==> src/design/mips_pkg.sv <==
package mips_pkg;

    localparam int NB_DATA = 32;  // Data, instruction and PC width
    localparam int NB_REG  = 5;

    // Primary opcode field, bits 31:26
    typedef enum logic [5:0] {
        OP_RTYPE = 6'h00,
        OP_BEQ   = 6'h04,
        OP_ADDI  = 6'h08,
        OP_LW    = 6'h23,
        OP_SW    = 6'h2b,
        OP_HALT  = 6'h3f
    } opcode_e;

    // R-type function field, bits 5:0
    typedef enum logic [5:0] {
        FN_ADDU = 6'h21,
        FN_SUBU = 6'h23,
        FN_AND  = 6'h24,
        FN_OR   = 6'h25,
        FN_SLT  = 6'h2a
    } funct_e;

    typedef enum logic [2:0] {
        ALU_ADD,
        ALU_SUB,
        ALU_AND,
        ALU_OR,
        ALU_SLT
    } alu_op_e;

endpackage

==> src/design/execute_stage.sv <==
`timescale 1ns/1ns

module execute_stage
    import mips_pkg::*;
(
    input  logic               i_clock,
    input  logic               i_rst_n,
    input  logic               i_pc_enable,
    input  logic [NB_REG-1:0]  i_dest_reg,
    input  alu_op_e            i_alu_op,
    input  logic               i_alu_src,
    input  logic               i_reg_write,
    input  logic               i_mem_read,
    input  logic               i_mem_write,
    input  logic               i_mem_to_reg,
    input  logic               i_branch,
    input  logic               i_halt_marker,
    input  logic [NB_DATA-1:0] i_data_a,
    input  logic [NB_DATA-1:0] i_data_b,
    input  logic [NB_DATA-1:0] i_immediate,
    input  logic [NB_DATA-1:0] i_pc_plus4,
    output logic [NB_DATA-1:0] o_alu_result,
    output logic [NB_DATA-1:0] o_store_data,
    output logic [NB_REG-1:0]  o_dest_reg,
    output logic               o_reg_write,
    output logic               o_mem_read,
    output logic               o_mem_write,
    output logic               o_mem_to_reg,
    output logic               o_branch_taken,
    output logic [NB_DATA-1:0] o_branch_target,
    output logic               o_halt_done
);

    logic [NB_DATA-1:0] operand_b;
    logic [NB_DATA-1:0] alu_result;

    assign operand_b = i_alu_src ? i_immediate : i_data_b;

    always_comb begin
        case (i_alu_op)
            ALU_ADD: alu_result = i_data_a + operand_b;
            ALU_SUB: alu_result = i_data_a - operand_b;
            ALU_AND: alu_result = i_data_a & operand_b;
            ALU_OR:  alu_result = i_data_a | operand_b;
            ALU_SLT: alu_result = NB_DATA'($signed(i_data_a) < $signed(operand_b));
            default: alu_result = '0;
        endcase
    end

    always_ff @(posedge i_clock or negedge i_rst_n) begin
        if (!i_rst_n) begin
            o_reg_write    <= 1'b0;
            o_mem_read     <= 1'b0;
            o_mem_write    <= 1'b0;
            o_mem_to_reg   <= 1'b0;
            o_branch_taken <= 1'b0;
            o_halt_done    <= 1'b0;
        end else if (i_pc_enable) begin
            o_reg_write    <= i_reg_write;
            o_mem_read     <= i_mem_read;
            o_mem_write    <= i_mem_write;
            o_mem_to_reg   <= i_mem_to_reg;
            o_branch_taken <= i_branch && (i_data_a == i_data_b);  // Fetch reacts next edge
            o_halt_done    <= i_halt_marker;
        end
    end

    always_ff @(posedge i_clock) begin
        if (i_pc_enable) begin
            o_alu_result    <= alu_result;
            o_store_data    <= i_data_b;
            o_dest_reg      <= i_dest_reg;
            o_branch_target <= i_pc_plus4 + {i_immediate[NB_DATA-3:0], 2'b00};
        end
    end

endmodule

==> config.mk <==
export PLATFORM = sky130hd
export DESIGN_NAME = execute_stage
export DESIGN_NICKNAME = d
export VERILOG_FILES = /design/src/design/mips_pkg.sv /design/src/design/execute_stage.sv
export SDC_FILE = /design/constraint.sdc
export NUM_CORES = 1
export LEC_CHECK = 0
export ABC_CLOCK_PERIOD_IN_PS = 1500
export BUFFER_PORTS_ARGS = -buffer_cell sky130_fd_sc_hd__buf_4
export CAP_MARGIN = 10
export CORE_MARGIN = 2
export CORE_UTILIZATION = 60
export CTS_BUF_LIST = sky130_fd_sc_hd__clkbuf_8
export DETAILED_ROUTE_END_ITERATION = 8
export PLACE_DENSITY_LB_ADDON = 0.25
export SYNTH_ARGS = -nofsm -noshare
export SYNTH_HDL_FRONTEND = slang
export SYNTH_SLANG_ARGS = --single-unit
==> constraint.sdc <==
create_clock -name i_clock -period 1.5 [get_ports i_clock]
set_input_delay 0.225 -clock i_clock [delete_from_list [all_inputs] [get_ports i_clock]]
set_output_delay 0.225 -clock i_clock [all_outputs]
set_load 0.1 [all_outputs]
==> flow_summary.toml, run 1 <==
[clocking]
holdBufCountCts = 7
cts_setup_buffers = 46
numClockSinks = 107
h-tree-depth = 3
numCtsBuffers = 9
clk_path_buf_depth = 2
cts_root_buf = "clkbuf_8"
cts.repair.resized = 230

[floorplanning]
start_util_pct = 61.7
die_h_microns = 132
die_w_microns = 132
num_io_pins = 253
row_count = 46

[run_status]
outcome = "stopped before the end"
stop_stage = "clock tree synthesis (4_1_cts)"
error_line = "[ERROR DPL-0038] Utilization greater than 100%, impossible to legalize"

[synthesis]
avgSynthCellArea_sq_um = 9.00
ys_types = 76
synthesis.area_sq_mm = 0.00984
seq_area_frac_synth_pct = 32.3
yosys_most_used_dff = "edfxtp_1"
async_flop_share_pct = 5.61
synthesis.nets = 1367
yosys_warnings = 0
syn_inst = 1093
synth_edf_count = 101
ys_seq_elements = 107

[placed_design]
post-dp-hpwl_microns = 37800
port_buffers = 252
place.gp.congestion = 1.07
-- synth_stat cells, types with 11 or more instances --
cell | count | area, sq um
o21bai_1 | 11 | 82.6
a21oi_1 | 95 | 475
o21ai_0 | 54 | 270
nor2_1 | 115 | 432
nand3_1 | 18 | 90.1
a21o_1 | 36 | 270
mux2i_1 | 37 | 370
inv_1 | 103 | 387
nand4_1 | 14 | 87.6
o21ai_1 | 16 | 80.1
ha_1 | 125 | 1560
nor3_1 | 15 | 75.1
xor2_1 | 31 | 272
xnor2_1 | 52 | 455
edfxtp_1 | 101 | 3030
nand2b_1 | 12 | 75.1
a211oi_1 | 18 | 135
clkbuf_1 | 29 | 109
nand2_1 | 54 | 203
nor2b_1 | 11 | 68.8
a31oi_1 | 12 | 75.1
-- metrics by stage --
step	setup TNS [ps]	setup slack [ps]	util, %	instances	instance area [sq um]
floorplan	-56140	-1990	-	1093	10200
global placement	-75870	-2100	93.2	1877	14900
detailed placement	-87620	-2450	93.2	1877	14900
-- logic make-up after synthesis --
group | after synthesis | share of synthesized area (%)
XOR/XNOR | 83 | 7.39
buffers and inverters | 147 | 5.71
flip-flops | 107 | 32.3
AND/OR/NAND/NOR | 274 | 12.9
multiplexers | 43 | 4.56
AO/OA/AOI/OAI | 311 | 20.6
adder cells (fa/ha/maj) | 128 | 16.5
==> run 2, diff against run 1 <==
Settings changed: CORE_UTILIZATION 60 to 40, CTS_BUF_LIST sky130_fd_sc_hd__clkbuf_8 to not set, PLACE_DENSITY_LB_ADDON 0.25 to 0.15.
==> run 2 against run 1 <==
  * The flow now finishes, with violations (negative setup slack)
  * Synthesized cell count is the same
  * Synthesized area unchanged
==> flow_summary.toml, run 2 <==
[timing]
tightest_slew_ps = 496
finClkSkew_ps = 0
period_needed_ps = 3270
rsz0062_at_grt = "yes"
finalCritPeriodShare_pct = 218
final-hold-violation-count = 0
slew_viol_final = 0
fin_ws_ps = -1770
setup_violations = 57
relSlewSlack_pct = 66.1
timing.fmax_mhz = 306
whs_ps = 22.9

[routing]
initialDrtViolationCount = 513
ant_nets = 0
post_drt_wl_per_cell_microns = 19.2
drcViolationCount = 0
firstDrtPassIters = 5
wirelength_microns = 39500
vias = 10800
via_per_inst = 5.24

[clocking]
h-tree-depth = 3
numClockSinks = 107
cts_root_buf = "clkbuf_16"
cts_tree = "built"
clk_latency_ps = 360
path_clk_slew_ps = 80
numCtsBuffers = 9
clk_path_buf_depth = 2

[final_layout]
syn_to_final_growth_pct = 73.9
utilization_pct = 70.6
diodes = 0
layout-drive-gt1-share_pct = 51.6
nNetsFinal = 2002
mostFrequentLayoutCells = "609 x buf_4, 102 x nor2_1, 101 x edfxtp_1"
layout_commonest_cell = "buf_4"
final_area_sq_mm = 0.0171
n_fill_cell = 1923
top_regs = "o_alu_result (32), o_branch_target (32), o_store_data (32)"

[synthesis]
synthesis.area_sq_mm = 0.00984
synth_common_cells = "125 x ha_1, 115 x nor2_1, 103 x inv_1, 101 x edfxtp_1, 95 x a21oi_1"
synthesis.nets = 1367
ys_seq_elements = 107
avgSynthCellArea_sq_um = 9.00
async_flop_share_pct = 5.61
synth_edf_count = 101
yosysMostFrequentCell = "ha_1"
yosys.area.top_type_share_pct = 30.8
syn_inst = 1093
synth_top_area_cell = "edfxtp_1"
seq_area_frac_synth_pct = 32.3
ys_types = 76
yosys-top-cells-area = "edfxtp_1 31%, ha_1 16%, a21oi_1 4.8%"
yosys_most_used_dff = "edfxtp_1"
yosys_warnings = 0

[floorplanning]
start_util_pct = 40.6
core_area_sq_mm = 0.0242
row_count = 57
die_w_microns = 161
die_h_microns = 161
dieArea_sq_mm = 0.0259
num_io_pins = 253

[power_and_ir_drop]
comb_power_share_pct = 58.0
pwr_density_cell_mw_per_mm2 = 879
seq_power_share_pct = 25.2
leakagePower_nw = 7.98
swShare_pct = 45.4
p_int_mw = 8.22
power_mw = 15.0
clockPowerShare_pct = 16.8
power.switching_mw = 6.82
vdd_drop_max_uv = 536

[placed_design]
post-dp-hpwl_microns = 30900
place.gp.congestion = 0.981
place_area_sq_mm = 0.0151
preCtsSetupSlack_ps = -2250
port_buffers = 252

[run_status]
outcome = "finished, violations left"
violations = "negative setup slack"

[setup_path]
endpoint_kind = "register"
required_ps = 1630
crit_fanout = 3
cp-start-kind = "input pin"
slowest_delay_ps = 400
crit_type = "in2reg"
crit_path_top_delay_cell = "a311o_1"
path_cells = "buf_12 -> mux2i_4 -> inv_2 -> ha_4 -> fa_2 -> a21o_1 -> nand4_1 -> a31oi_4 -> o31ai_4 -> a31oi_4 -> a221o_1 -> a311o_1 -> a211oi_2 -> nor3_2 -> nor3_2 -> o21ai_1"
reg2reg_depth = 1
arrival_ps = 3400

[global_routing]
grt_max_degree = 47
grt_most_used_layer = "met2"
track_usage_pct = 29.2
use_met3_pct = 4.44
grt_pass1_vias = 11100
antenna_found_initial = 0
grt_overflow_total = 0
met1_usage_pct = 33.6
use_met2_pct = 53.0
grt_pass1_wl_microns = 58600

[min_path]
hold_path.class = "in2reg"
min_path_cells = 1

[flow_run]
drv_cap = 0
run 2: cells by family (layout without fill, tap and decap cells):
kind of cell             Yosys count  after routing  synth area share (%)
XOR/XNOR                          83             83                  7.39
AND/OR/NAND/NOR                  274            274                  12.9
buffers and inverters            147            787                  5.71
flip-flops                       107            107                  32.3
AO/OA/AOI/OAI                    311            311                  20.6
multiplexers                      43             43                  4.56
adder cells (fa/ha/maj)          128            128                  16.5
run 2: repair_timing:
item,4_1_cts,5_1_grt
buffers inserted,26,29
resized for setup,158,114
gates cloned,1,0
hold buffers,1,0
endpoints found under the setup margin,57,58
hold endpoints to repair,6,0
pin swaps,99,98
run 2: path summary, 6_finish.rpt:
path,from,endpoint,slack [ps]
setup / recovery,i_alu_src,o_alu_result[30]$_DFFE_PP_,-1770
hold / removal,i_dest_reg[0],o_dest_reg[0]$_DFFE_PP_,20
setup reg to reg,o_mem_to_reg$_DFFE_PN0P_,o_mem_to_reg$_DFFE_PN0P_,740
hold reg to reg,o_reg_write$_DFFE_PN0P_,o_reg_write$_DFFE_PN0P_,520
max in group asynchronous,i_rst_n,o_branch_taken$_DFFE_PN0P_,1170
min in group asynchronous,i_rst_n,o_mem_to_reg$_DFFE_PN0P_,190
run 2: stage by stage:
step                std cells  TNS [ps]
floorplan                1093    -56140
CTS                      2037    -54860
finish                   2057    -56140
detailed placement       1999    -81880
global placement         1999    -80640
global route             2057    -61080
run 2: power groups by stage:
stage          sequential, mW  combinational, mW  clock [mW]
6_report                 3.79               8.72        2.52
4_1_cts                  3.80               8.18        2.53
5_1_grt                  3.82               9.18        2.63
2_1_floorplan            6.28               2.38           0
3_3_place_gp             3.86               7.63           0
3_5_place_dp             3.86               7.67           0
run 2: worst max-delay path: cells and delay by family:
| kind | cells | cell delay [ps] |
|---|---|---|
| AO/OA/AOI/OAI | 8 | 1810 |
| adder cells (fa/ha/maj) | 2 | 510 |
| AND/OR/NAND/NOR | 3 | 410 |
| buffers and inverters | 2 | 180 |
| multiplexers | 1 | 260 |
run 2: routing by layer:
metal | part of all wire (%) | vias up
met4 | 5.4 | 0
li1 | - | 5173
met1 | 39 | 5091
met3 | 5.5 | 116
met2 | 51 | 398
met5 | 0 | -
run 2: layout make-up:
cell class                 count  area, sq um  share of cell area, %
clock buffer                  10          229                   1.34
inverter                     104          390                   2.28
tap                          324          405                   2.37
multi-input combinational    839         7520                   43.9
timing repair buffer         667         5330                   31.1
sequential                   107         3180                   18.6
clock inverter                 6         56.3                  0.329
(Power assumes the default switching activity.)
