**src/design/mips_pkg.sv**
```systemverilog
package mips_pkg;

    localparam int NB_DATA = 32;  // Data, instruction and PC width
    localparam int NB_REG  = 5;

    // Primary opcode field, bits 31:26
    typedef enum logic [5:0] {
        OP_RTYPE = 6'h00,
        OP_BEQ   = 6'h04,
        OP_ADDI  = 6'h08,
        OP_LW    = 6'h23,
        OP_SW    = 6'h2b,
        OP_HALT  = 6'h3f
    } opcode_e;

    // R-type function field, bits 5:0
    typedef enum logic [5:0] {
        FN_ADDU = 6'h21,
        FN_SUBU = 6'h23,
        FN_AND  = 6'h24,
        FN_OR   = 6'h25,
        FN_SLT  = 6'h2a
    } funct_e;

    typedef enum logic [2:0] {
        ALU_ADD,
        ALU_SUB,
        ALU_AND,
        ALU_OR,
        ALU_SLT
    } alu_op_e;

endpackage

```
**src/design/decode_stage.sv**
```systemverilog
`timescale 1ns/1ns

module decode_stage
    import mips_pkg::*;
(
    input  logic               i_clock,
    input  logic               i_rst_n,
    input  logic               i_pc_enable,
    input  logic [NB_DATA-1:0] i_instruction,
    input  logic [NB_DATA-1:0] i_pc_plus4,
    input  logic [NB_DATA-1:0] i_data_a,
    input  logic [NB_DATA-1:0] i_data_b,
    output logic [NB_REG-1:0]  o_read_reg_a,
    output logic [NB_REG-1:0]  o_read_reg_b,
    output logic [NB_REG-1:0]  o_dest_reg,
    output alu_op_e            o_alu_op,
    output logic               o_alu_src,
    output logic               o_reg_write,
    output logic               o_mem_read,
    output logic               o_mem_write,
    output logic               o_mem_to_reg,
    output logic               o_branch,
    output logic               o_halt_marker,
    output logic               o_halt,
    output logic [NB_DATA-1:0] o_data_a,
    output logic [NB_DATA-1:0] o_data_b,
    output logic [NB_DATA-1:0] o_immediate,
    output logic [NB_DATA-1:0] o_pc_plus4
);

    opcode_e            opcode;
    funct_e             funct;
    alu_op_e            alu_op;
    logic [NB_DATA-1:0] imm_ext;
    logic               alu_src;
    logic               reg_write;
    logic               mem_read;
    logic               mem_write;
    logic               mem_to_reg;
    logic               branch;
    logic               use_rd;
    logic               is_halt;
    logic               halt_seen;

    assign opcode       = opcode_e'(i_instruction[31:26]);
    assign funct        = funct_e'(i_instruction[5:0]);
    assign o_read_reg_a = i_instruction[25:21];
    assign o_read_reg_b = i_instruction[20:16];
    assign imm_ext      = {{16{i_instruction[15]}}, i_instruction[15:0]};
    assign is_halt      = (opcode == OP_HALT);
    assign o_halt       = is_halt || halt_seen;  // Back to fetch

    always_comb begin
        alu_op     = ALU_ADD;
        alu_src    = 1'b0;
        reg_write  = 1'b0;
        mem_read   = 1'b0;
        mem_write  = 1'b0;
        mem_to_reg = 1'b0;
        branch     = 1'b0;
        use_rd     = 1'b0;
        case (opcode)
            OP_RTYPE: begin
                use_rd    = 1'b1;
                reg_write = 1'b1;
                case (funct)
                    FN_ADDU: alu_op = ALU_ADD;
                    FN_SUBU: alu_op = ALU_SUB;
                    FN_AND:  alu_op = ALU_AND;
                    FN_OR:   alu_op = ALU_OR;
                    FN_SLT:  alu_op = ALU_SLT;
                    default: reg_write = 1'b0;  // NOP lands here
                endcase
            end
            OP_ADDI: begin
                alu_src   = 1'b1;
                reg_write = 1'b1;
            end
            OP_LW: begin
                alu_src    = 1'b1;
                reg_write  = 1'b1;
                mem_read   = 1'b1;
                mem_to_reg = 1'b1;
            end
            OP_SW: begin
                alu_src   = 1'b1;
                mem_write = 1'b1;
            end
            OP_BEQ: begin
                alu_op = ALU_SUB;
                branch = 1'b1;
            end
            default: begin
                // HALT and unknown opcodes carry no work
            end
        endcase
    end

    always_ff @(posedge i_clock or negedge i_rst_n) begin
        if (!i_rst_n) begin
            halt_seen     <= 1'b0;
            o_alu_op      <= ALU_ADD;
            o_alu_src     <= 1'b0;
            o_reg_write   <= 1'b0;
            o_mem_read    <= 1'b0;
            o_mem_write   <= 1'b0;
            o_mem_to_reg  <= 1'b0;
            o_branch      <= 1'b0;
            o_halt_marker <= 1'b0;
        end else if (i_pc_enable) begin
            halt_seen     <= halt_seen || is_halt;
            o_alu_op      <= alu_op;
            o_alu_src     <= alu_src;
            o_reg_write   <= reg_write;
            o_mem_read    <= mem_read;
            o_mem_write   <= mem_write;
            o_mem_to_reg  <= mem_to_reg;
            o_branch      <= branch;
            o_halt_marker <= is_halt;
        end
    end

    always_ff @(posedge i_clock) begin
        if (i_pc_enable) begin
            o_dest_reg  <= use_rd ? i_instruction[15:11] : i_instruction[20:16];
            o_data_a    <= i_data_a;
            o_data_b    <= i_data_b;
            o_immediate <= imm_ext;
            o_pc_plus4  <= i_pc_plus4;
        end
    end

endmodule

```
**config.mk**
```make
export PLATFORM = sky130hd
export DESIGN_NAME = decode_stage
export DESIGN_NICKNAME = d
export VERILOG_FILES = /design/src/design/mips_pkg.sv /design/src/design/decode_stage.sv
export SDC_FILE = /design/constraint.sdc
export NUM_CORES = 1
export LEC_CHECK = 0
export ABC_AREA = 1
export BUFFER_PORTS_ARGS = -buffer_cell sky130_fd_sc_hd__buf_2
export CAP_MARGIN = 20
export CORE_AREA = 2 2 109 111
export DETAILED_ROUTE_END_ITERATION = 6
export DIE_AREA = 0 0 111 113
export HOLD_SLACK_MARGIN = 0.15
export PLACE_DENSITY = 0.75
export SYNTH_ARGS = -nofsm -noshare
export SYNTH_HDL_FRONTEND = slang
export SYNTH_SLANG_ARGS = --single-unit
```
**constraint.sdc**
```tcl
create_clock -name i_clock -period 1 [get_ports i_clock]
set_input_delay 0.1 -clock i_clock [delete_from_list [all_inputs] [get_ports i_clock]]
set_output_delay 0.1 -clock i_clock [all_outputs]
set_load 0.01 [all_outputs]
```
**Yosys cells after proc, flatten, opt, wreduce, memory -nomap -nowiden**

Cells that the tools add are included.

- Reduce and logical (&&, ||, !) cells: 5
- Equality and inequality tests: 10
- Muxes and demuxes: 10

Operators with widths:

| operator | number |
|---|---|
| $eq 6x6->1 const B | 8 |
| $pmux 3 s4 | 1 |
| $eq 6x3->1 const B | 1 |
| $eq 6x4->1 const B | 1 |
| $logic_not 6->1 | 1 |
| $mux 1 | 6 |
| $pmux 3 s2 | 1 |
| $mux 5 | 1 |
| $reduce_or 5->1 | 1 |
| $reduce_or 3->1 | 1 |
| $pmux 1 s2 | 1 |
| $reduce_or 2->1 | 1 |
| $logic_or 1x1->1 | 1 |

- Bits of input ports: 131
- Output and inout port bits: 154
- Bits in registers: 127

**Depth between registers and ports, before layout**

Gate-level depths: netlist of run 1.

- Word-level depth: 4
- Gate-level depth with buffers: 7
- Mapped depth without buffers: 7

**Worst setup path after synthesis of run 1**

No wires, ideal clock.

- Path kind: reg-to-output
- Start point: register, netlist name o_immediate[15]
- End point: output o_immediate[16]
- Path slack: 0.093 ns
- Buffers on the path: 1
- Cell stages (with the launch flop): 2
- Arrival: 0.807 ns
- Data required time: 0.900 ns
- Path through: edfxtp_1 buf_4

RTL lines:

| element | RTL line | text |
|---|---|---|
| end: declaration | decode_stage.sv:27 | `output logic [NB_DATA-1:0] o_immediate,` |

No word-level cell between the ends.

**Final worst setup path of run 1**

- Start point: register, netlist name o_immediate[15]
- End point: output o_immediate[20]

No word-level cell between the ends.

==> metrics.md, run 1 <==
| Metric | Value |
|---|---|
| Total core area | 0.01127 mm2 |
| Min Hold Slack | 0.1152 ns |
| DR DRC count | 0 |
| Final WS setup | -0.2246 ns |
| Detailed Route Iter0 Violations | 174 |
| Syn_nets | 379 |
| Final Max Tran Viols | 0 |
| Largest net degree at the start of global routing | 40 |
| Hold Fails Final Rpt | 0 |
| Clock sinks | 127 |
| Wire length of the first global-routing pass | 20,490 um |
| Die height | 113 um |
| Vias/cell | 4.415 |
| Crit-path max cell delay | 0.42 ns |
| Main combinational cell family by area after synthesis | simple AND/OR/NAND/NOR gates |
| FF-to-FF Start | o_alu_op[0] |
| CTS tree | built |
| Post-synthesis mux area share | 0 |
| Synth area leader | edfxtp_1 |
| F_max | 816.6 MHz |
| Mean Syn Cell Area | 17.86 um2 |
| Hold endpoint | o_mem_to_reg |
| Final Power | 14.14 mW |
| Row cnt | 39 |
| Mapped Area | 0.004430 mm2 |
| Vias in the first global route | 3,861 |
| Worst vdd ir | 0.001143 V |
| CTS max path bufs | 2 |
| Crit path buffers/inverters | 2 |
| Top-area cell type share of the netlist area | 0.7930 |
| Global Route Usage Sum | 0.2212 |
| Max cap viols | 0 |
| Synth Register Bits | 127 |
| Vias | 3,545 |
| CP Cell Sequence | buf_12 > buf_2 |
| Boundary pin count | 285 |
| Status | finished with violations |
| Simple-gate area share of the yosys netlist | 0.07936 |
| Worst Max-Slew Pin Slew | 0.2362 ns |
| WL per Instance | 17.18 um |
| Final setup violating endpoints | 131 |
| CTS HTree Levels | 4 |
| Fin crit share | 1.225 |
| CP arrival | 1.12 ns |
| Hold path depth | 5 |
| XOR/XNOR share of the synthesized area | 0 |
| Sequential share of the synthesized area | 0.8495 |
| Clk Latency, worst-skew pair | 0.40 ns |
| Synth top area cells | edfxtp_1 79%, dfrtp_1 5.6%, buf_4 4.6% |
| Gpl congestion | 0.7766 |
| Hold WC Path Type | in -> reg |
| Finished Layout Cells | 803 |
| Die ar. | 0.01254 mm2 |
| Critical R2R Capture | o_alu_op[0] |
| Period minus WS final | 1.225 ns |
| R2R depth | 3 |
| Fillers | 762 |
| Initial antenna violation count | 1 |
| Initial Util | 0.3931 |
| Power Dens Cells | 1822 mW/mm2 |
| Clock Skew | 0 ns |
| Share of layout cells above drive strength 1 | 0.5023 |
| Post-Place Worst Slack | 0.006558 ns |
| Crit. End Element | output port |
| Grt ovf | 0 |
| I/O Buffers | 274 |
| Post-DP HPWL | 8739 um |
| Final ANT Viol Nets | 0 |
| Failing checks | negative setup slack |
| Synth Warn # | 0 |
| Slew HR | 0.8426 |
| Reg2Reg Setup Slack | 0.20 ns |
| Min-delay src | i_instruction[31] |
| Clk root buf | clkbuf_16 |
| CP required | 0.90 ns |
| CP max FO | 16 |
| Critical path class | reg -> out |
| Post-synthesis cell count | 248 |
| Drt pass-1 iters | 4 |
| Top Family by Delay on Critical Path | flip-flops |
| CTS Buf Count | 17 |
| Post-synthesis compound-gate area fraction | 0.007907 |
| Unrepaired setup endpoints after global routing | yes |
| Adder-cell share of the synthesized area | 0 |
| Final #Nets | 777 |
| Cell total after placement | 648 |
| Die width | 111 um |
| Final WL | 13,800 um |
| Slowest CP cell | edfxtp_1 |
| Synth cell types | 20 |
| Clk slew on worst S/H paths | 0.05 ns |
| Biggest regs | o_data_a: 32 flops, o_data_b: 32 flops, o_pc_plus4: 32 flops |
| Startpoint types | register |
| Area Growth Syn to Fin | 75.12% |
| Leakage | 3.561 nW |
[layout make-up]
type                       instances  area, um2  area share
sequential                       127       3764      0.4851
timing repair buffer             407       2765      0.3564
clock buffer                      20      436.7     0.05628
multi-input combinational         76      402.9     0.05193
tap                              143      178.9     0.02306
clock inverter                    12      142.6     0.01838
inverter                          17      66.31    0.008547
antenna                            1      2.502   0.0003225
[logic make-up after synthesis]
logic type             Yosys count
flip-flops                     127
AND/OR/NAND/NOR                 70
buffers and inverters           45
AO/OA/AOI/OAI                    6
[report_power, final]
part,switching [mW],internal [mW]
Clock,2.17,3.89
Combinational,0.816,0.875
Sequential,0.126,6.26
Total,3.12,11.0
[cells in the mapped netlist]
master / number
nand2_4: 2
o21a_1: 2
nand3_1: 9
edfxtp_1: 117
nand3b_1: 1
nor2_1: 9
nor2_8: 2
inv_1: 11
inv_2: 5
o21ai_1: 4
inv_4: 1
buf_4: 27
nand2_1: 36
nand2_2: 5
nor3_1: 1
or2_1: 2
buf_6: 1
dfrtp_1: 10
nor2_2: 2
nand4_1: 1
[stage by stage]
step,cell area [um2],TNS (ns),utilization
4_1_cts,7750,-10.53,0.6875
6_report,7759,-6.941,0.6883
3_3_place_gp,5889,0,0.5225
3_5_place_dp,5889,0,0.5225
2_1_floorplan,4431,0,-
5_1_grt,7759,-12.72,0.6883
[what timing repair did]
action / CTS / global route
gates resized for setup: 0 / 9
endpoints found under the hold margin: 136 / 0
setup endpoints to repair: 144 / 161
hold buffers: 126 / 0
pin swaps: 1 / 1
setup buffers: 1 / 1
[tightest hold or removal path: cells and delay by family]
family / cells / cell delay [ns]
AND/OR/NAND/NOR: 4 / 0.25
buffers and inverters: 1 / 0.12
[how the worst max path moves through the flow]
| stage | from | endpoint | cells past startpoint |
|---|---|---|---|
| after global placement | i_pc_enable | o_pc_plus4[28] | 2 |
| after floorplan | o_immediate[15] | o_immediate[16] | 1 |
| after detailed placement | i_instruction[30] | o_dest_reg[1] | 7 |
| after global routing | o_immediate[15] | o_immediate[20] | 2 |
| final | o_immediate[15] | o_immediate[20] | 2 |
| after CTS | o_immediate[15] | o_immediate[20] | 2 |
[layer usage]
metal	GRT usage	vias up	wire, um
met1	0.2236	1656	4874
li1	-	1648	-
met2	0.4086	204	7469
met4	0.1100	0	422
met5	0	-	0
met3	0.07392	37	1030
[layout by cell type (no fill, tap or decap), drive strengths merged]
master and count:
clkinvlp 1, nor3 1, o21ai 4, nand2 43, diode 1, dlygate4sd3 122
o21a 2, or2 2, nand3b 1, nor2 13, dfrtp 10, buf 284
nand4 1, dlymetal6s4s 1, inv 18, bufinv 3, clkbuf 20, edfxtp 117
clkinv 7, nand3 9
(Power assumes the default switching activity.)
==> run 2, diff against run 1 <==
--- a/config.mk
+++ b/config.mk
@@ -13,6 +13,7 @@
 export DIE_AREA = 0 0 111 113
 export HOLD_SLACK_MARGIN = 0.15
 export PLACE_DENSITY = 0.75
+export RECOVER_POWER = 100
 export SYNTH_ARGS = -nofsm -noshare
 export SYNTH_HDL_FRONTEND = slang
 export SYNTH_SLANG_ARGS = --single-unit
==> run 2 against run 1 <==
The run still ends with negative setup slack left. Sequential power is essentially flat. Fmax is essentially flat. Clock power is essentially flat. Highest routed layer unchanged. Critical path type unchanged. Worst setup slack is essentially flat. First-iteration DRC count grew 24%. Wire length shrank 0.19%. Critical path depth is the same. Utilization shrank 0.80 points. Non-clock buffer count is the same. Sequential share of layout area grew 0.57 points. Clock-buffer cell count is the same.
==> metrics.md, run 2 (synthesis gave the netlist of run 1 again) <==
| Metric | Value |
|---|---|
| Status | finished with violations |
| Failing checks | negative setup slack |
| Cell total after placement | 648 |
| I/O Buffers | 274 |
| Commonest cells after routing, fill and taps aside | 233 x buf_2, 122 x dlygate4sd3_1, 117 x edfxtp_1 |
| Area post-placement | 0.005889 mm2 |
| Boundary pin count | 285 |
| Clock sinks | 127 |
| Slowest CP cell | edfxtp_1 |
| Row cnt | 39 |
| Initial Util | 0.3931 |
| Final setup violating endpoints | 131 |
| Crit. End Element | output port |
| Finished Layout Cells | 803 |
| CP Cell Sequence | buf_12 > buf_2 |
| Power Dens Cells | 1837 mW/mm2 |
| Fillers | 792 |
| Net Sw Frac | 0.2205 |
| FF+latch area | 0.003764 mm2 |
| Post-DP HPWL | 8739 um |
| Die height | 113 um |
| CP max FO | 16 |
| Area Growth Syn to Fin | 73.09% |
| Hold WC Path Type | in -> reg |
| Final WS setup | -0.2242 ns |
| Fin crit share | 1.224 |
| Share of layout cells above drive strength 1 | 0.4476 |
| Slew HR | 0.6685 |
| F_max | 816.9 MHz |
| CTS Buf Count | 17 |
| Reg2Reg Setup Slack | 0.19 ns |
| Biggest regs | o_data_a: 32 flops, o_data_b: 32 flops, o_pc_plus4: 32 flops |
| CTS HTree Levels | 4 |
| Grt ovf | 0 |
| CTS tree | built |
| Clk root buf | clkbuf_16 |
| Period minus WS final | 1.224 ns |
| Sequential share of power | 0.453 |
| Worst Max-Slew Pin Slew | 0.4972 ns |
| Final ANT Viol Nets | 0 |
| Power share of the combinational group | 0.117 |
| Switching power | 3.107 mW |
| Setup_tns | -6.848 ns |
| Final #Nets | 777 |
| CP required | 0.90 ns |
| Final Max Tran Viols | 0 |
| Vias | 3,528 |
| Unrepaired setup endpoints after global routing | yes |
| Gpl congestion | 0.7766 |
| Total core area | 0.01127 mm2 |
| Initial antenna violation count | 1 |
| CP arrival | 1.12 ns |
| Vias/cell | 4.394 |
| Max cap viols | 0 |
| Clock Skew | 0 ns |
| Critical path class | reg -> out |
| Largest net degree at the start of global routing | 40 |
| Final Power | 14.09 mW |
| Crit-path max cell delay | 0.42 ns |
| Detailed Route Iter0 Violations | 215 |
| Drt pass-1 iters | 4 |
| CTS max path bufs | 2 |
| Leakage | 3.448 nW |
| Global Route Usage Sum | 0.2212 |
| DR DRC count | 0 |
| Final WL | 13,770 um |
| Post-Place Worst Slack | 0.006558 ns |
| Hold Fails Final Rpt | 0 |
| Design area | 0.007669 mm2 |
| WL per Instance | 17.15 um |
| Clk Latency, worst-skew pair | 0.40 ns |
| Footprint of the multi-input gates | 399.1 um2 |
| Int Pwr | 10.98 mW |
| Most common cell after layout, fill and taps aside | buf_2 |
| Clock Power Share | 0.430 |
| Vias in the first global route | 3,861 |
| Worst vdd ir | 0.001140 V |
| Die width | 111 um |
| Clk slew on worst S/H paths | 0.05 ns |
| Die ar. | 0.01254 mm2 |
| Startpoint types | register |
| Wire length of the first global-routing pass | 20,490 um |
## run 2: changes by cell type in the layout (fill, tap and decap cells not counted), sizes merged
cell	delta
clkbuf	+42
buf	-42
## run 2: path summary, 6_finish.rpt
path / from / cells past startpoint / end
worst max-delay path: o_immediate[15] / 2 / o_immediate[20]
min in group asynchronous: i_rst_n / 3 / o_mem_to_reg
worst min-delay path: i_instruction[31] / 5 / o_mem_to_reg
worst max register to register: o_alu_op[0] / 3 / o_alu_op[0]
worst min register to register: halt_seen / 2 / halt_seen
max in group asynchronous: i_rst_n / 3 / halt_seen
## run 2: critical path: cells and delay by family, from the launching register on
family,cells,cell delay [ns]
flip-flops,1,0.42
buffers and inverters,2,0.29
## run 2: what timing repair did
item	CTS	global route
pin swaps	1	1
setup endpoints to repair	144	161
gates cloned	0	0
endpoints found under the hold margin	136	0
gates resized for setup	0	9
hold buffers	126	0
setup buffers	1	1
## run 2: metal layers
layer | vias to the layer above | share of wire | global-route usage
met1 | 1640 | 0.35 | 0.2236
met3 | 37 | 0.076 | 0.07392
met5 | - | 0 | 0
met4 | 0 | 0.033 | 0.1100
met2 | 204 | 0.54 | 0.4086
li1 | 1647 | - | -
## run 2: area by class of cell
type / count / area share
Multi-Input combinational cell: 76 / 0.05205
Timing Repair Buffer: 407 / 0.3493
Antenna cell: 1 / 0.0003263
Clock buffer: 20 / 0.05694
Sequential cell: 127 / 0.4908
Tap cell: 143 / 0.02333
Clock inverter: 12 / 0.01860
Inverter: 17 / 0.008647
## run 2: power by group through the flow
stage	combinational, mW	sequential [mW]	clock [mW]
after floorplan	0.241	6.70	0
after global placement	1.23	6.47	0
after detailed placement	1.26	6.48	0
after CTS	1.67	6.37	6.13
after global routing	1.76	6.42	6.41
final	1.65	6.38	6.06
## run 2: through the flow
stage / utilization / hold slack, ns
2_1_floorplan: - / -0.1956
3_3_place_gp: 0.5225 / -0.03529
3_5_place_dp: 0.5225 / -0.03125
4_1_cts: 0.6875 / 0.1550
5_1_grt: 0.6803 / 0.1502
6_report: 0.6803 / 0.1150
==> run 3, diff against run 2 <==
--- a/config.mk
+++ b/config.mk
@@ -8,12 +8,14 @@
 export ABC_AREA = 1
 export BUFFER_PORTS_ARGS = -buffer_cell sky130_fd_sc_hd__buf_2
 export CAP_MARGIN = 20
-export CORE_AREA = 2 2 109 111
+export CORE_ASPECT_RATIO = 0.5
+export CORE_MARGIN = 1.5
+export CORE_UTILIZATION = 42
 export DETAILED_ROUTE_END_ITERATION = 6
-export DIE_AREA = 0 0 111 113
 export HOLD_SLACK_MARGIN = 0.15
-export PLACE_DENSITY = 0.75
+export PLACE_DENSITY = 0.8
 export RECOVER_POWER = 100
+export SLEW_MARGIN = 20
 export SYNTH_ARGS = -nofsm -noshare
 export SYNTH_HDL_FRONTEND = slang
 export SYNTH_SLANG_ARGS = --single-unit
==> run 3 against run 2 <==
The run still ends with negative setup slack left. Final cell count grew 1.2%. Worst hold slack improved by 0.016 ns. Clock-buffer cell count shrank 2. Power rose by 3.0%. Register-to-register slack worse by 0.20 ns. Sequential cell count unchanged. Clock skew unchanged. Largest cell class unchanged.
==> metrics.md, run 3 (synthesis gave the netlist of run 1 again) <==
| Metric | Value |
|---|---|
| Cell total after placement | 650 |
| Clk slew on worst S/H paths | 0.05 ns |
| F_max | 799.7 MHz |
| CP required | 0.90 ns |
| Failing checks | negative setup slack |
| Largest net degree at the start of global routing | 29 |
| Detailed Route Iter0 Violations | 237 |
| Final Core Density | 0.7736 |
| CTS HTree Levels | 4 |
| Final ANT Viol Nets | 0 |
| Finished Layout Cells | 813 |
| Initial Util | 0.4324 |
| Hold Fails Final Rpt | 0 |
| Worst vdd ir | 0.001694 V |
| Setup_tns | -7.427 ns |
| Row cnt | 26 |
| CTS max path bufs | 2 |
| Leakage | 3.592 nW |
| Total core area | 0.01025 mm2 |
| Die height | 75.63 um |
| Period minus WS final | 1.250 ns |
| Final Max Tran Viols | 0 |
| Boundary pin count | 285 |
| N_diodes | 0 |
| Status | finished with violations |
| Biggest regs | o_data_a: 32 flops, o_data_b: 32 flops, o_pc_plus4: 32 flops |
| Slew HR | 0.6459 |
| Power Dens Cells | 1830 mW/mm2 |
| Critical path class | reg -> out |
| Max cap viols | 0 |
| Final WS setup | -0.2504 ns |
| Final #Nets | 792 |
| Wire length of the first global-routing pass | 20,520 um |
| Drt pass-1 iters | 6 |
| Unrepaired setup endpoints after global routing | yes |
| Die width | 148.3 um |
| Global Route Usage Sum | 0.2575 |
| CP dominant cell by count | buf_6 |
| Clk root buf | clkbuf_16 |
| Area Growth Syn to Fin | 78.93% |
| FF+latch area | 0.003764 mm2 |
| WL per Instance | 19.17 um |
| Post-Place Worst Slack | -0.01879 ns |
| Hold WC Path Type | in -> reg |
| Final WL | 15,580 um |
| I/O Buffers | 274 |
| Gpl congestion | 0.8047 |
| Startpoint types | register |
| CTS Buf Count | 17 |
| Worst Max-Slew Pin Slew | 0.5311 ns |
| CP max FO | 8 |
| Crit-path max cell delay | 0.44 ns |
| Share of layout cells above drive strength 1 | 0.4621 |
| Final setup violating endpoints | 122 |
| Fillers | 595 |
| Clock sinks | 127 |
| Post-DP HPWL | 8498 um |
| CTS tree | built |
| Grt ovf | 0 |
| Vias | 3,870 |
| Commonest cells after routing, fill and taps aside | 221 x buf_2, 125 x dlygate4sd3_1, 117 x edfxtp_1 |
| Slowest CP cell | edfxtp_1 |
| DR DRC count | 0 |
| Most common cell after layout, fill and taps aside | buf_2 |
| CP arrival | 1.15 ns |
| Die ar. | 0.01121 mm2 |
| Footprint of the multi-input gates | 415.4 um2 |
| Initial antenna violation count | 0 |
| Fin crit share | 1.250 |
| Clock Skew | 0 ns |
| Vias/cell | 4.760 |
| Vias in the first global route | 3,723 |
| Crit. End Element | output port |
| CP Cell Sequence | buf_6 > buf_6 |
| Clk Latency, worst-skew pair | 0.40 ns |
run 3: worst paths after layout:
kind                            slack [ns]               to              start  cells past startpoint
worst max register to register       -0.01        o_alu_src          o_alu_src                      4
min in group asynchronous             0.64    o_halt_marker            i_rst_n                      3
max in group asynchronous             0.14     o_mem_to_reg            i_rst_n                      3
worst max-delay path                 -0.25  o_immediate[25]    o_immediate[15]                      2
worst min register to register        0.46        halt_seen          halt_seen                      2
worst min-delay path                  0.13         o_branch  i_instruction[30]                      5
run 3: cell type report:
| cell class | count | area share |
|---|---|---|
| Clock inverter | 13 | 0.02162 |
| Tap cell | 140 | 0.02210 |
| Inverter | 17 | 0.008365 |
| Sequential cell | 127 | 0.4747 |
| Clock buffer | 18 | 0.05414 |
| Multi-Input combinational cell | 76 | 0.05240 |
| Timing Repair Buffer | 422 | 0.3666 |
run 3: report_power, final:
part           switching [mW]  internal [mW]  leakage [nW]
logic                   0.882          0.922          2.03
clock network            2.18           4.12         0.290
registers               0.140           6.26          1.27
run 3: what timing repair did:
action	in CTS	in global routing
gates resized for setup	14	26
hold buffers	129	2
hold endpoints to repair	139	2
setup endpoints to repair	140	165
pin swaps	1	6
setup buffers	4	3
cloned	0	0
run 3: metrics by stage:
step           cell area, um2  total power [mW]  hold WS (ns)
5_1_grt                  7928             14.91        0.1708
6_report                 7928             14.51        0.1309
4_1_cts                  7909             14.42        0.1698
3_5_place_dp             5911             7.732      -0.02661
2_1_floorplan            4431             6.943       -0.1956
3_3_place_gp             5911             7.680      -0.03463
run 3: routing by layer:
metal	GRT usage	share of wire
met5	0	0
met1	0.2850	0.36
met4	0.1441	0.036
met2	0.4772	0.55
met3	0.06168	0.050
run 3: worst max-delay path, delay by kind of cell (launching register included):
kind / cells / cell delay [ns]
flops: 1 / 0.44
buf+inv: 2 / 0.31
